**src/logic/afe_pkg.sv**
```systemverilog
// Widths, register map, bus states and sample types shared by all analog front end blocks
package afe_pkg;

  ////////////////////////////////////////////////////////////
  // Channel counts and widths
  ////////////////////////////////////////////////////////////

  // Loopback pairs ADC and DAC channels by index
  localparam int unsigned NUM_ADC        = 2;
  localparam int unsigned NUM_DAC        = 2;
  localparam int unsigned ADC_WIDTH      = 16;
  localparam int unsigned SAMPLE_WIDTH   = 14;
  // PDM outputs, one 8-bit level each
  localparam int unsigned PDM_CHANNELS   = 4;
  localparam int unsigned PDM_WIDTH      = 8;
  localparam int unsigned PDM_RANGE      = 255;
  // Word addressed register bus
  localparam int unsigned REG_ADDR_WIDTH = 3;
  localparam int unsigned WB_DATA_WIDTH  = 32;
  // Identification word, ASCII "AFE1"
  localparam logic [WB_DATA_WIDTH-1:0] AFE_ID = 32'h4146_4531;

  ////////////////////////////////////////////////////////////
  // Data types
  ////////////////////////////////////////////////////////////

  typedef logic        [ADC_WIDTH-1:0]    adc_word_t;
  typedef logic signed [SAMPLE_WIDTH-1:0] sample_t;
  typedef logic        [SAMPLE_WIDTH-1:0] dac_code_t;
  typedef logic        [PDM_WIDTH-1:0]    pdm_level_t;

  // Register map, address 7 left unmapped
  typedef enum logic [REG_ADDR_WIDTH-1:0] {
    REG_ID   = 3'd0,
    REG_LOOP = 3'd1,
    REG_GEN0 = 3'd2,
    REG_GEN1 = 3'd3,
    REG_PDM  = 3'd4,
    REG_ADC0 = 3'd5,
    REG_ADC1 = 3'd6
  } reg_addr_e;

  // Classic bus slave handshake states
  typedef enum logic {
    WB_IDLE = 1'b0,
    WB_ACK  = 1'b1
  } wb_state_e;

  // Keep the top bit, invert the rest
  // Two's complement to offset binary with negative slope, and back
  function automatic logic [SAMPLE_WIDTH-1:0] offset_flip(input logic [SAMPLE_WIDTH-1:0] v);
    return {v[SAMPLE_WIDTH-1], ~v[SAMPLE_WIDTH-2:0]};
  endfunction

endpackage

```
**src/logic/afe_reg_decode.sv**
```systemverilog
// Wishbone classic register slave holding loopback, generator and PDM configuration
`timescale 1ns/1ns

module afe_reg_decode (
  input  logic                                          adc_clk,
  input  logic                                          top_rst,
  // Wishbone classic slave
  input  logic                                          wb_cyc_i,
  input  logic                                          wb_stb_i,
  input  logic                                          wb_we_i,
  input  afe_pkg::reg_addr_e                            wb_adr_i,
  input  logic [afe_pkg::WB_DATA_WIDTH-1:0]             wb_dat_i,
  output logic [afe_pkg::WB_DATA_WIDTH-1:0]             wb_dat_o,
  output logic                                          wb_ack_o,
  // Live samples for read-back
  input  afe_pkg::sample_t   [afe_pkg::NUM_ADC-1:0]     adc_sample_i,
  // Configuration outputs
  output logic               [afe_pkg::NUM_ADC-1:0]     loop_en_o,
  output afe_pkg::sample_t   [afe_pkg::NUM_DAC-1:0]     gen_level_o,
  output afe_pkg::pdm_level_t [afe_pkg::PDM_CHANNELS-1:0] pdm_level_o
);

  import afe_pkg::*;

  wb_state_e                state_q;
  // Request accepted in idle, acked on the next edge
  logic                     bus_req;
  logic [WB_DATA_WIDTH-1:0] rd_data;

  // Sign extension of a sample to bus width
  function automatic logic [WB_DATA_WIDTH-1:0] sext(input sample_t value);
    return {{(WB_DATA_WIDTH-SAMPLE_WIDTH){value[SAMPLE_WIDTH-1]}}, value};
  endfunction

  ////////////////////////////////////////////////////////////
  // Bus handshake FSM
  ////////////////////////////////////////////////////////////

  assign bus_req = (state_q == WB_IDLE) && wb_cyc_i && wb_stb_i;

  // Ack lasts one cycle, then one forced idle cycle
  always_ff @(posedge adc_clk, posedge top_rst) begin
    if (top_rst) begin
      state_q <= WB_IDLE;
    end else begin
      state_q <= bus_req ? WB_ACK : WB_IDLE;
    end
  end

  assign wb_ack_o = (state_q == WB_ACK);

  ////////////////////////////////////////////////////////////
  // Configuration registers
  ////////////////////////////////////////////////////////////

  // Writes land on the edge that raises ack
  // Read-only and unmapped addresses fall through
  always_ff @(posedge adc_clk, posedge top_rst) begin
    if (top_rst) begin
      loop_en_o   <= '0;
      gen_level_o <= '0;
      pdm_level_o <= '0;
    end else if (bus_req && wb_we_i) begin
      case (wb_adr_i)
        REG_LOOP: loop_en_o      <= wb_dat_i[NUM_ADC-1:0];
        REG_GEN0: gen_level_o[0] <= wb_dat_i[SAMPLE_WIDTH-1:0];
        REG_GEN1: gen_level_o[1] <= wb_dat_i[SAMPLE_WIDTH-1:0];
        // Channel 0 sits in the low byte
        REG_PDM:  pdm_level_o    <= wb_dat_i[PDM_CHANNELS*PDM_WIDTH-1:0];
        default:  ;
      endcase
    end
  end

  ////////////////////////////////////////////////////////////
  // Read-back
  ////////////////////////////////////////////////////////////

  always_comb begin
    rd_data = '0;
    case (wb_adr_i)
      REG_ID:   rd_data = AFE_ID;
      // Unused loop bits stay zero
      REG_LOOP: rd_data[NUM_ADC-1:0] = loop_en_o;
      REG_GEN0: rd_data = sext(gen_level_o[0]);
      REG_GEN1: rd_data = sext(gen_level_o[1]);
      REG_PDM:  rd_data = pdm_level_o;
      REG_ADC0: rd_data = sext(adc_sample_i[0]);
      REG_ADC1: rd_data = sext(adc_sample_i[1]);
      default:  rd_data = '0;
    endcase
  end

  // Captured with the request, valid while ack is high
  always_ff @(posedge adc_clk) begin
    if (bus_req) begin
      wb_dat_o <= rd_data;
    end
  end

  // Every ack is followed by an idle cycle without ack
  a_ack_single: assert property (@(posedge adc_clk) disable iff (top_rst)
    (state_q == WB_ACK) |=> (state_q == WB_IDLE) && !wb_ack_o);

endmodule

```
**src/logic/adc_sample_path.sv**
```systemverilog
// ADC input registers, 16-bit to signed 14-bit conversion and digital loopback per channel
`timescale 1ns/1ns

module adc_sample_path (
  input  logic                                      adc_clk,
  input  logic                                      top_rst,
  input  afe_pkg::adc_word_t [afe_pkg::NUM_ADC-1:0] adc_dat_i,
  input  logic               [afe_pkg::NUM_ADC-1:0] loop_en_i,
  input  afe_pkg::sample_t   [afe_pkg::NUM_DAC-1:0] gen_level_i,
  output afe_pkg::sample_t   [afe_pkg::NUM_ADC-1:0] adc_sample_o
);

  import afe_pkg::*;

  // Loopback needs a generator for every ADC channel
  if (NUM_DAC != NUM_ADC) begin : g_size_check
    $error("Loopback requires NUM_DAC equal to NUM_ADC");
  end

  for (genvar ch = 0; ch < NUM_ADC; ch++) begin : g_chan
    adc_word_t adc_raw_q;
    sample_t   adc_conv;
    sample_t   sample_q;

    // Stage 1, raw word straight from the pins
    always_ff @(posedge adc_clk, posedge top_rst) begin
      if (top_rst) begin
        adc_raw_q <= '0;
      end else begin
        adc_raw_q <= adc_dat_i[ch];
      end
    end

    // Top 14 bits only, the two LSBs are below the converter resolution
    assign adc_conv = offset_flip(adc_raw_q[ADC_WIDTH-1 -: SAMPLE_WIDTH]);

    // Stage 2, loopback mux replaces the sample with the generator level
    always_ff @(posedge adc_clk, posedge top_rst) begin
      if (top_rst) begin
        sample_q <= '0;
      end else begin
        sample_q <= loop_en_i[ch] ? gen_level_i[ch] : adc_conv;
      end
    end

    assign adc_sample_o[ch] = sample_q;
  end

endmodule

```
**src/logic/dac_code_format.sv**
```systemverilog
// Registered conversion of signed generator levels to offset negative-slope DAC codes
`timescale 1ns/1ns

module dac_code_format (
  input  logic                                      adc_clk,
  input  logic                                      top_rst,
  input  afe_pkg::sample_t   [afe_pkg::NUM_DAC-1:0] gen_level_i,
  output afe_pkg::dac_code_t [afe_pkg::NUM_DAC-1:0] dac_code_o
);

  import afe_pkg::*;

  for (genvar ch = 0; ch < NUM_DAC; ch++) begin : g_chan
    dac_code_t code_q;

    // Level zero maps to mid-scale code 0x1FFF
    // Positive levels give lower codes
    always_ff @(posedge adc_clk, posedge top_rst) begin
      if (top_rst) begin
        code_q <= offset_flip('0);
      end else begin
        code_q <= offset_flip(gen_level_i[ch]);
      end
    end

    // One output port per converter channel
    assign dac_code_o[ch] = code_q;
  end

endmodule

```
**src/logic/pdm_modulator.sv**
```systemverilog
// Four-channel first-order pulse density modulator with a fixed period of 255 cycles
`timescale 1ns/1ns

module pdm_modulator (
  input  logic                                           adc_clk,
  input  logic                                           top_rst,
  input  afe_pkg::pdm_level_t [afe_pkg::PDM_CHANNELS-1:0] level_i,
  output logic                [afe_pkg::PDM_CHANNELS-1:0] pdm_o
);

  import afe_pkg::*;

  for (genvar ch = 0; ch < PDM_CHANNELS; ch++) begin : g_chan
    // Accumulator always below PDM_RANGE
    pdm_level_t       acc_q;
    // One extra bit for the carry
    logic [PDM_WIDTH:0] acc_sum;
    logic             pdm_q;

    assign acc_sum = {1'b0, acc_q} + {1'b0, level_i[ch]};

    // Each wrap past the range emits a one
    // Constant level L gives exactly L ones per 255 cycles
    always_ff @(posedge adc_clk, posedge top_rst) begin
      if (top_rst) begin
        acc_q <= '0;
        pdm_q <= 1'b0;
      end else if (acc_sum >= PDM_RANGE) begin
        acc_q <= PDM_WIDTH'(acc_sum - PDM_RANGE);
        pdm_q <= 1'b1;
      end else begin
        acc_q <= acc_sum[PDM_WIDTH-1:0];
        pdm_q <= 1'b0;
      end
    end

    assign pdm_o[ch] = pdm_q;

    // Remainder never reaches the period, also for level 255
    a_acc_range: assert property (@(posedge adc_clk) disable iff (top_rst)
      acc_q < PDM_RANGE);
  end

endmodule

```
**src/logic/analog_front_top.sv**
```systemverilog
// Analog front end top level joining register decode, ADC sample path, DAC and PDM stages
`timescale 1ns/1ns

module analog_front_top (
  input  logic                                           adc_clk,
  input  logic                                           top_rst,
  // Wishbone classic slave
  input  logic                                           wb_cyc_i,
  input  logic                                           wb_stb_i,
  input  logic                                           wb_we_i,
  input  afe_pkg::reg_addr_e                             wb_adr_i,
  input  logic [afe_pkg::WB_DATA_WIDTH-1:0]              wb_dat_i,
  output logic [afe_pkg::WB_DATA_WIDTH-1:0]              wb_dat_o,
  output logic                                           wb_ack_o,
  // Converter pins
  input  afe_pkg::adc_word_t  [afe_pkg::NUM_ADC-1:0]     adc_dat_i,
  output afe_pkg::dac_code_t  [afe_pkg::NUM_DAC-1:0]     dac_code_o,
  output logic                [afe_pkg::PDM_CHANNELS-1:0] pdm_o
);

  import afe_pkg::*;

  // Configuration from the register block
  logic       [NUM_ADC-1:0]      loop_en;
  sample_t    [NUM_DAC-1:0]      gen_level;
  pdm_level_t [PDM_CHANNELS-1:0] pdm_level;
  // Samples back to the register block
  sample_t    [NUM_ADC-1:0]      adc_sample;

  ////////////////////////////////////////////////////////////
  // Register decode
  ////////////////////////////////////////////////////////////

  afe_reg_decode u_reg_decode (
    .adc_clk      (adc_clk),
    .top_rst      (top_rst),
    .wb_cyc_i     (wb_cyc_i),
    .wb_stb_i     (wb_stb_i),
    .wb_we_i      (wb_we_i),
    .wb_adr_i     (wb_adr_i),
    .wb_dat_i     (wb_dat_i),
    .wb_dat_o     (wb_dat_o),
    .wb_ack_o     (wb_ack_o),
    .adc_sample_i (adc_sample),
    .loop_en_o    (loop_en),
    .gen_level_o  (gen_level),
    .pdm_level_o  (pdm_level)
  );

  ////////////////////////////////////////////////////////////
  // Sample path and output stages
  ////////////////////////////////////////////////////////////

  // Two register stages from pins to read-back
  adc_sample_path u_adc_sample_path (
    .adc_clk      (adc_clk),
    .top_rst      (top_rst),
    .adc_dat_i    (adc_dat_i),
    .loop_en_i    (loop_en),
    .gen_level_i  (gen_level),
    .adc_sample_o (adc_sample)
  );

  dac_code_format u_dac_code_format (
    .adc_clk     (adc_clk),
    .top_rst     (top_rst),
    .gen_level_i (gen_level),
    .dac_code_o  (dac_code_o)
  );

  pdm_modulator u_pdm_modulator (
    .adc_clk (adc_clk),
    .top_rst (top_rst),
    .level_i (pdm_level),
    .pdm_o   (pdm_o)
  );

endmodule

```
**config.mk**
```make
export PLATFORM = sky130hd
export DESIGN_NAME = analog_front_top
export DESIGN_NICKNAME = d
export VERILOG_FILES = /design/src/logic/afe_pkg.sv /design/src/logic/afe_reg_decode.sv /design/src/logic/adc_sample_path.sv /design/src/logic/dac_code_format.sv /design/src/logic/pdm_modulator.sv /design/src/logic/analog_front_top.sv
export SDC_FILE = /design/constraint.sdc
export NUM_CORES = 1
export LEC_CHECK = 0
export BUFFER_PORTS_ARGS = -buffer_cell sky130_fd_sc_hd__buf_2
export CORE_MARGIN = 2
export CORE_UTILIZATION = 62
export CTS_CLUSTER_DIAMETER = 120
export DETAILED_ROUTE_END_ITERATION = 6
export GPL_ROUTABILITY_DRIVEN = 0
export HOLD_SLACK_MARGIN = 0.06
export PLACE_DENSITY = 0.93
export SKIP_CTS_REPAIR_TIMING = 1
export SLEW_MARGIN = 5
export SYNTH_ARGS = -nofsm -noshare
export SYNTH_HDL_FRONTEND = slang
export SYNTH_SLANG_ARGS = --single-unit
```
**constraint.sdc**
```tcl
create_clock -name adc_clk -period 10.4 [get_ports adc_clk]
set_input_delay 1.56 -clock adc_clk [delete_from_list [all_inputs] [get_ports adc_clk]]
set_output_delay 1.56 -clock adc_clk [all_outputs]
set_load 0.005 [all_outputs]
```
==> reports/summary.txt, run 1 <==
Post-synth EDFFs = 32
RSZ-0062 raised after global routing = false
Avg Inst Size Synth = 12.2 µm²
syn nets = 917
die area = 16800 µm²
max cap viols = 0
CP Max Fanout = 35
Clock Latency Late Sink = 0.51 ns
Async SR Flop Fraction = 0.851
Worst-path clk slew = 0.06 ns
CTS root buf = clkbuf_16
CTS tree = done
drt total wl = 23000 µm
Final Skew = 0.0153 ns
drt drc = 0
H-tree levels = 1
Leak Pwr = 5.27 nW
most common cell after layout, fill and taps aside = dfrtp_1
Final Cycle Share = 0.376
Area Growth Syn to Fin = 16.7%
post-layout min period = 3.91 ns
Final TNS setup = 0 ns
HPWL after DPL = 15200 µm
Post-Syn Area = 9790 µm²
Critical Path RT = 10.79 ns
largest net degree at the start of global routing = 99
Core Rows = 45
worst vdd ir = 0.000175 V
via count = 7101
clock buffer count from CTS = 23
Worst R2R Start = u_reg_decode.wb_ack_o
All-Layer GR Usage = 0.282
post-route ant nets = 0
actual slew at the worst max-slew pin = 1.15 ns
vias in the first global route = 7208
Distinct cells, synth = 74
Gate Count Post-Synth = 805
Slew HR = 0.231
Crit. Startpoint = wb_stb_i
Net Sw Power = 1.11 mW
P_int = 2.07 mW
IO buf count = 132
Crit Path Category = input port to register
Final Hold Fails = 0
Core Util, Final = 0.746
most frequent cells in the layout = 157 x dfrtp_1, 132 x buf_2, 72 x nand2_1, 53 x mux2_2
grt ovf = 0
Worst setup EP type = register
layout cell share with drive strength beyond 1 = 0.290
Max clock buf depth = 3
IO Pins = 137
main flop type after synthesis = dfrtp_1
first-pass GRT wire length = 36600 µm
Pwr Density = 278 nW/µm²
flops & latches, synth = 215
Slew Viols, Final = 0
Clock power frac = 0.268
FMAX = 0.255 GHz
status = completed
# clock sinks = 215
power share of the sequential group = 0.360
CP startpoint kind = input port
first-pass detailed-route iteration total = 5
register area share after synthesis = 0.569
Yosys warning total = 0
logic gate share of total power = 0.373
WP data arrival = 4.31 ns
wire length per cell = 19.8 µm
final setup vio count = 0
Sw Share = 0.349
HP Start = u_adc_sample_path.g_chan[0].adc_raw_q[9]
initial antenna violation count = 2
Via density = 6.10
Initial Utilization = 0.639
worst hold path type = register to register
CORE AREA = 15300 µm²
Die X = 130 µm
number of DRC markers in iteration 0 = 497
die height = 130 µm
layout net count = 1048
==> critical path, stage by stage <==
cell     delay (ns)
buf_2          0.08
nand2_1        0.07
nor2_4         0.07
buf_4          0.48
nand2_1        0.23
nor3_2         0.92
buf_4          0.49
mux2_2         0.38
==> logic make-up (layout without fill, tap and decap cells) <==
kind of cell / after synthesis / in the layout / share of synthesized area
DFF: 215 / 215 / 0.569
and+or+nand+nor: 188 / 188 / 0.0929
AOI/OAI and AO/OA: 165 / 165 / 0.120
muxes: 97 / 97 / 0.107
buffers and inverters: 72 / 219 / 0.0313
adders and majority gates: 40 / 40 / 0.0542
xor gates and xnor gates: 28 / 28 / 0.0250
other: 0 / 1 / 0
==> per-stage QoR <==
step / worst slack [ns] / hold WS (ns) / power, mW / instances / area (µm²)
2_1_floorplan: 3.91 / 0.363 / 2.05 / 805 / 9790
3_3_place_gp: 6.07 / 0.382 / 2.24 / 1122 / 10600
3_5_place_dp: 5.97 / 0.391 / 2.31 / 1122 / 10600
4_1_cts: 6.47 / 0.405 / 3.17 / 1163 / 11400
5_1_grt: 6.31 / 0.420 / 3.37 / 1163 / 11400
6_report: 6.49 / 0.405 / 3.18 / 1164 / 11400
==> power by group through the flow <==
stage | logic, mW | clock network [mW] | registers, mW
2_1_floorplan | 0.923 | 0 | 1.13
3_3_place_gp | 1.10 | 0 | 1.15
3_5_place_dp | 1.15 | 0 | 1.16
4_1_cts | 1.17 | 0.856 | 1.14
5_1_grt | 1.31 | 0.893 | 1.16
6_report | 1.19 | 0.852 | 1.14
==> worst paths after layout <==
| check | to | slack [ns] | cells after the start |
|---|---|---|---|
| min reg2reg | u_adc_sample_path.g_chan[0].sample_q[7] | 0.41 | 1 |
| min | u_adc_sample_path.g_chan[0].sample_q[7] | 0.41 | 1 |
| max | u_reg_decode.pdm_level_o[26] | 6.49 | 8 |
| max in group asynchronous | u_adc_sample_path.g_chan[1].sample_q[2] | 7.60 | 3 |
| min in group asynchronous | u_pdm_modulator.g_chan[3].pdm_q | 1.22 | 2 |
| max reg2reg | u_reg_decode.pdm_level_o[26] | 7.26 | 6 |
==> registers in the layout (all words and copies together) (netlist names) <==
register                            flops
u_adc_sample_path.g_chan.sample_q      28
u_pdm_modulator.g_chan.acc_q           32
u_reg_decode.wb_dat_o                  32
u_pdm_modulator.g_chan.pdm_q            4
u_reg_decode.pdm_level_o               32
u_reg_decode.gen_level_o               28
u_dac_code_format.g_chan.code_q        28
u_reg_decode.loop_en_o                  2
u_reg_decode.wb_ack_o                   1
u_adc_sample_path.g_chan.adc_raw_q     28
==> cells in the mapped netlist, types with 5 or more instances <==
cell type / n / area share
edfxtp_1: 32 / 0.098
o21ai_0: 39 / 0.020
buf_2: 5 / 0.0026
a21oi_1: 33 / 0.017
a22oi_1: 11 / 0.0084
mux2i_1: 39 / 0.040
nor3b_1: 5 / 0.0038
nor2_1: 35 / 0.013
dfrtp_1: 157 / 0.40
nand4_1: 5 / 0.0032
a21o_1: 16 / 0.012
and3_1: 10 / 0.0064
xnor2_1: 14 / 0.013
nand2b_1: 11 / 0.0070
xor2_1: 14 / 0.013
nand2_1: 72 / 0.028
nand3_1: 17 / 0.0087
o211ai_1: 7 / 0.0054
ha_1: 36 / 0.046
inv_1: 39 / 0.015
clkbuf_1: 19 / 0.0073
o221ai_1: 12 / 0.011
dfstp_2: 26 / 0.070
nor3_1: 9 / 0.0046
mux2_2: 53 / 0.061
==> metal layers <==
layer	vias to the layer above	GRT usage	wire length, µm
met1	3548	0.359	9000
li1	3151	-	-
met2	315	0.478	11400
met5	-	0	13
met4	2	0.114	903
met3	85	0.0549	1770
==> cell type report <==
| cell class | instances | area, µm² |
|---|---|---|
| inverters | 39 | 151 |
| repair buffers | 139 | 713 |
| diodes | 1 | 2.50 |
| multi-input cells | 518 | 3930 |
| clock buffers | 30 | 663 |
| clock inverters | 11 | 136 |
| flip-flops and latches | 215 | 5570 |
| fillers | 982 | 3880 |
| well taps | 211 | 264 |
Power figures use the tool's default switching activity.
==> inputs of run 2 (changes only) <==
--- a/config.mk
+++ b/config.mk
@@ -5,14 +5,15 @@
 export SDC_FILE = /design/constraint.sdc
 export NUM_CORES = 1
 export LEC_CHECK = 0
+export ABC_AREA = 1
 export BUFFER_PORTS_ARGS = -buffer_cell sky130_fd_sc_hd__buf_2
 export CORE_MARGIN = 2
-export CORE_UTILIZATION = 62
+export CORE_UTILIZATION = 58
 export CTS_CLUSTER_DIAMETER = 120
 export DETAILED_ROUTE_END_ITERATION = 6
 export GPL_ROUTABILITY_DRIVEN = 0
 export HOLD_SLACK_MARGIN = 0.06
-export PLACE_DENSITY = 0.93
+export PLACE_DENSITY = 0.88
 export SKIP_CTS_REPAIR_TIMING = 1
 export SLEW_MARGIN = 5
 export SYNTH_ARGS = -nofsm -noshare
==> constraint.sdc (replaced) <==
create_clock -name adc_clk -period 4 [get_ports adc_clk]
set_input_delay 0.6 -clock adc_clk [delete_from_list [all_inputs] [get_ports adc_clk]]
set_output_delay 0.6 -clock adc_clk [all_outputs]
set_load 0.005 [all_outputs]
==> run 2 against run 1 <==
Final cell count up 27%. Routed wire length grew 7.3%. Flip-flop and latch count unchanged. Sequential share of layout area fell by 1.9 points. Register-to-register slack lost 5.7 ns. Clock skew grew 0.0046 ns. Largest cell class unchanged. Critical path depth up 5. Sequential power grew to 2.6 times the previous value.
==> reports/summary.txt, run 2 <==
status = completed
Slew HR = 0.237
Max clock buf depth = 3
area leader, netlist = dfrtp_1
first-pass GRT wire length = 40000 µm
vias in the first global route = 8326
wire length per cell = 16.7 µm
IO buf count = 132
footprint of the multi-input gates = 4070 µm²
syn nets = 1214
FF/Latch Area = 5570 µm²
Final TNS setup = 0 ns
Initial Utilization = 0.593
Die X = 137 µm
drt drc = 0
CP startpoint kind = register
Worst setup EP type = register
Critical Path RT = 4.45 ns
Avg Inst Size Synth = 9.31 µm²
final setup vio count = 0
Regs by FF count = u_pdm_modulator.g_chan.acc_q (32), u_reg_decode.pdm_level_o (32), u_reg_decode.wb_dat_o (32)
met3 GRT Util = 0.0474
Leak Pwr = 5.95 nW
most frequent cell after synthesis = nand2_1
Synth top area share = 0.383
Final Cycle Share = 0.622
WP data arrival = 2.93 ns
Gate Count Post-Synth = 1102
CP max-delay cell = fa_1
main flop type after synthesis = dfrtp_1
Area contributors post-synth = dfrtp_1 38%, nand2_1 12%, edfxtp_1 9.4%, dfstp_2 6.7%, nand3_1 5.4%
Slew Viols, Final = 0
Post-Syn Area = 10300 µm²
post-route ant nets = 0
Pwr Density = 679 nW/µm²
Area Growth Syn to Fin = 16.0%
worst hold path type = input port to asynchronous set/reset pin
Final Hold Fails = 0
Distinct cells, synth = 40
CTS tree = done
Final Skew = 0.0199 ns
Crit path top cell by count = nand2_1
initial antenna violation count = 1
via count = 8265
CORE AREA = 17300 µm²
Yosys warning total = 0
die area = 18800 µm²
flops & latches, synth = 215
largest net degree at the start of global routing = 103
# clock sinks = 215
actual slew at the worst max-slew pin = 1.14 ns
die height = 137 µm
layout cell share with drive strength beyond 1 = 0.218
Design Power = 8.08 mW
Crit Path Category = register to register
Clock Latency Late Sink = 0.52 ns
crit-path cells = ha_1 > fa_1 > nand2_1 > nand2_1 > nand3_1 > nand2_1 > nand2_1 > nand2_1 > nor2_2 > nand3_4 > nand2_4 > nand2_1 > nand2_1
Core Rows = 48
drt total wl = 24700 µm
IO Pins = 137
layout net count = 1350
Async SR Flop Fraction = 0.851
Fillers = 1222
max incr delay on CP = 0.43 ns
H-tree levels = 1
grt peak-use layer = met2
GRT met1 Usage = 0.336
clock buffer count from CTS = 23
All-Layer GR Usage = 0.272
CTS root buf = clkbuf_16
HPWL after DPL = 16500 µm
post-layout min period = 2.49 ns
ranking of synthesized cells by instance count = 322 x nand2_1, 157 x dfrtp_1, 121 x inv_1, 111 x nand3_1, 64 x o21ai_0
most frequent cells in the layout = 322 x nand2_1, 157 x dfrtp_1, 132 x buf_2, 120 x inv_1, 111 x nand3_1
CP Max Fanout = 9
Worst-path clk slew = 0.06 ns
Post-synth EDFFs = 32
met2 Resource Use GR = 0.467
number of DRC markers in iteration 0 = 688
most common cell after layout, fill and taps aside = nand2_1
RSZ-0062 raised after global routing = false
max cap viols = 0
FMAX = 0.402 GHz
register area share after synthesis = 0.543
worst vdd ir = 0.000459 V
Via density = 5.58
first-pass detailed-route iteration total = 5
grt ovf = 0
## run 2: layer usage
layer,vias to the layer above,share of wire
met5,-,0
met4,0,0.036
met3,73,0.075
met2,348,0.50
met1,3967,0.38
li1,3877,-
## run 2: worst paths after layout
path | to | slack [ns] | cells past startpoint | startpoint
setup / recovery | u_pdm_modulator.g_chan[0].acc_q[4] | 1.51 | 13 | u_reg_decode.pdm_level_o[0]
hold / removal | u_reg_decode.pdm_level_o[30] | 0.18 | 2 | top_rst
setup reg to reg | u_pdm_modulator.g_chan[0].acc_q[4] | 1.51 | 13 | u_reg_decode.pdm_level_o[0]
hold reg to reg | u_adc_sample_path.g_chan[0].sample_q[2] | 0.41 | 1 | u_adc_sample_path.g_chan[0].adc_raw_q[4]
max in group asynchronous | u_dac_code_format.g_chan[0].code_q[10] | 2.89 | 3 | top_rst
min in group adc_clk | u_adc_sample_path.g_chan[0].adc_raw_q[15] | 0.18 | 1 | adc_dat_i[15]
## run 2: logic make-up after synthesis
group / share of synthesized area
AO/OA/AOI/OAI: 0.0748
adder cells (fa/ha/maj): 0.0517
multiplexers: 0.0219
flip-flops: 0.543
AND/OR/NAND/NOR: 0.234
buffers and inverters: 0.0611
XOR/XNOR: 0.0137
## run 2: worst max-delay path, delay by kind of cell (launching register included)
family,cells,cell delay [ns]
and+or+nand+nor,11,1.31
adders and majority gates,2,0.69
DFF,1,0.42
## run 2: power breakdown
part	internal [mW]	switching [mW]
clock	1.22	0.890
sequential	2.69	0.265
combinational	1.07	1.94
total	4.99	3.09
## run 2: per-stage QoR
step / instance area, µm² / hold slack [ns] / worst slack [ns] / utilization / instances
2_1_floorplan: 10300 / 0.390 / 1.07 / - / 1102
3_3_place_gp: 11100 / 0.407 / 1.60 / 0.644 / 1438
3_5_place_dp: 11100 / 0.409 / 1.50 / 0.644 / 1438
4_1_cts: 11900 / 0.172 / 1.59 / 0.688 / 1480
5_1_grt: 11900 / 0.166 / 1.32 / 0.688 / 1481
6_report: 11900 / 0.180 / 1.51 / 0.688 / 1481
## run 2: final cells by class
class / instances / area share
Multi-Input combinational cell: 727 / 0.342
Tap cell: 225 / 0.0236
Inverter: 134 / 0.0426
Timing Repair Buffer: 137 / 0.0597
Antenna cell: 1 / 0.000210
Clock buffer: 34 / 0.0552
Sequential cell: 215 / 0.468
Clock inverter: 8 / 0.00841
==> inputs of run 3 (changes only) <==
--- a/config.mk
+++ b/config.mk
@@ -8,12 +8,12 @@
 export ABC_AREA = 1
 export BUFFER_PORTS_ARGS = -buffer_cell sky130_fd_sc_hd__buf_2
 export CORE_MARGIN = 2
-export CORE_UTILIZATION = 58
+export CORE_UTILIZATION = 52
 export CTS_CLUSTER_DIAMETER = 120
 export DETAILED_ROUTE_END_ITERATION = 6
 export GPL_ROUTABILITY_DRIVEN = 0
 export HOLD_SLACK_MARGIN = 0.06
-export PLACE_DENSITY = 0.88
+export PLACE_DENSITY = 0.84
 export SKIP_CTS_REPAIR_TIMING = 1
 export SLEW_MARGIN = 5
 export SYNTH_ARGS = -nofsm -noshare
==> constraint.sdc (replaced) <==
create_clock -name adc_clk -period 2.1 [get_ports adc_clk]
set_input_delay 0.315 -clock adc_clk [delete_from_list [all_inputs] [get_ports adc_clk]]
set_output_delay 0.315 -clock adc_clk [all_outputs]
set_load 0.005 [all_outputs]
==> run 3 against run 2 <==
The run now ends with DRC, setup timing left. Via count grew 11%. Hold slack lost 0.12 ns. First-iteration DRC count grew 5.8%. Clock power grew 100%. Clock skew grew 0.0077 ns. Combinational power grew to 2.7 times the previous value. Global-route usage shrank 3.5 points. Flip-flop and latch count is the same. Register-to-register slack lost 1.6 ns.
==> reports/summary.txt, run 3 (synthesis results as in run 2) <==
status = finished, violations left
failing checks = DRC, setup timing
via count = 9145
# clock sinks = 215
max cap viols = 0
final setup vio count = 32
CTS root buf = clkbuf_16
Pwr Density = 1300 nW/µm²
Via density = 5.53
Initial Utilization = 0.529
Crit Path Category = register to register
largest net degree at the start of global routing = 46
Core Rows = 51
clock buffer count from CTS = 23
HPWL after DPL = 17400 µm
fin worst setup slack = -0.119 ns
Slew Viols, Final = 0
first-pass GRT wire length = 39100 µm
Worst setup EP type = register
crit path to = u_pdm_modulator.g_chan[2].acc_q[7]
first-pass detailed-route iteration total = 7
vias in the first global route = 8266
top cell family by delay on the critical path = adder cells
wire length per cell = 17.8 µm
post-route ant nets = 0
crit-path cells = ha_4 > fa_2 > buf_6 > nand2_4 > nor2_4 > nand3_2 > nand2_2 > nand3_4 > buf_6 > nand3_1 > nand2_1
Crit. Startpoint = u_reg_decode.pdm_level_o[16]
most frequent cells in the layout = 260 x nand2_1, 156 x dfrtp_1, 132 x buf_2, 115 x inv_1, 91 x nand3_1
Crit path top cell by count = buf_6
Area Growth Syn to Fin = 34.6%
Critical Path RT = 2.51 ns
Bufs and invs on worst path = 2
most common cell after layout, fill and taps aside = nand2_1
Die X = 145 µm
WP data arrival = 2.63 ns
worst hold path type = input port to register
die height = 145 µm
Leak Pwr = 6.68 nW
drt drc = 2
number of DRC markers in iteration 0 = 728
Final Skew = 0.0276 ns
Regs by FF count = u_pdm_modulator.g_chan.acc_q (32), u_reg_decode.pdm_level_o (32), u_reg_decode.wb_dat_o (32)
Clock Latency Late Sink = 0.54 ns
post-layout min period = 2.22 ns
die area = 20900 µm²
WP depth = 11
initial antenna violation count = 2
max incr delay on CP = 0.59 ns
CP startpoint kind = register
Max clock buf depth = 3
grt ovf = 0
Core Util, Final = 0.712
Worst R2R Path Depth = 11
Final Hold Fails = 0
layout cell share with drive strength beyond 1 = 0.339
drt total wl = 29400 µm
worst reg2reg setup slack = -0.12 ns
Worst-path clk slew = 0.07 ns
IO buf count = 132
CP Max Fanout = 4
Worst R2R Start = u_reg_decode.pdm_level_o[16]
All-Layer GR Usage = 0.237
Final Cycle Share = 1.06
hold_ws = 0.0625 ns
Fillers = 1279
H-tree levels = 1
CORE AREA = 19400 µm²
CTS tree = done
Slew HR = 0.577
actual slew at the worst max-slew pin = 0.635 ns
worst vdd ir = 0.000765 V
CP max-delay cell = fa_2
IO Pins = 137
RSZ-0062 raised after global routing = true
FMAX = 0.451 GHz
layout net count = 1480
Reg-to-Reg End = u_pdm_modulator.g_chan[2].acc_q[7]
run 3: cell types whose count changed in the layout (fill, tap and decap cells not counted), moves of 18 or more:
cell	before	now
nand2_1	322	260
dlygate4sd3_1	0	47
nand2_2	16	70
nand3_2	10	28
nand3_1	111	91
buf_4	4	63
run 3: worst reg2reg max path, delay by kind of cell (launching register included):
family,cells,cell delay (ns)
buffers and inverters,2,0.28
adders and majority gates,2,0.77
DFF,1,0.42
and+or+nand+nor,7,0.63
run 3: worst min-delay path by stage:
stage | end | slack, ns | cells after the start | start
finish | u_reg_decode.gen_level_o[6] | 0.06 | 3 | wb_dat_i[6]
global route | u_reg_decode.gen_level_o[12] | 0.07 | 3 | wb_dat_i[12]
CTS | u_adc_sample_path.g_chan[0].adc_raw_q[3] | -0.21 | 2 | top_rst
detailed placement | u_adc_sample_path.g_chan[0].adc_raw_q[3] | 0.34 | 2 | top_rst
global placement | u_adc_sample_path.g_chan[0].adc_raw_q[3] | 0.35 | 2 | top_rst
floorplan | u_adc_sample_path.g_chan[0].adc_raw_q[10] | 0.35 | 0 | adc_dat_i[10]
run 3: through the flow:
stage	TNS [ns]	setup WS (ns)	power [mW]	instance area, µm²	cells
global route	-6.09	-0.283	19.0	13800	1653
floorplan	-85.46	-0.544	9.97	10300	1102
detailed placement	-3.77	-0.177	11.7	11700	1535
finish	-2.32	-0.119	18.0	13800	1653
global placement	-2.12	-0.106	11.4	11700	1535
CTS	-5.03	-0.248	16.0	12500	1577
run 3: metal layers:
layer  vias up  part of all wire  global-route usage
li1       4158                 -                   -
met1      4427              0.37               0.300
met2       467              0.52               0.417
met3        93             0.076              0.0325
met4         0             0.036              0.0864
met5         -                 0                   0
run 3: power by group:
group          total (mW)  leakage [nW]  switching (mW)  internal (mW)
Clock                4.29         0.397            1.70           2.58
Combinational        8.11          3.76            4.91           3.20
Sequential           5.63          2.53           0.498           5.13
Total                18.0          6.68            7.11           10.9
run 3: cell type report:
cell class,count,area (µm²),share of cell area
diodes,3,7.51,0.000544
clock buffers,33,663,0.0480
multi-input cells,734,4710,0.341
clock inverters,9,139,0.0101
inverters,134,509,0.0369
flip-flops and latches,215,5570,0.404
well taps,265,332,0.0240
repair buffers,260,1880,0.136
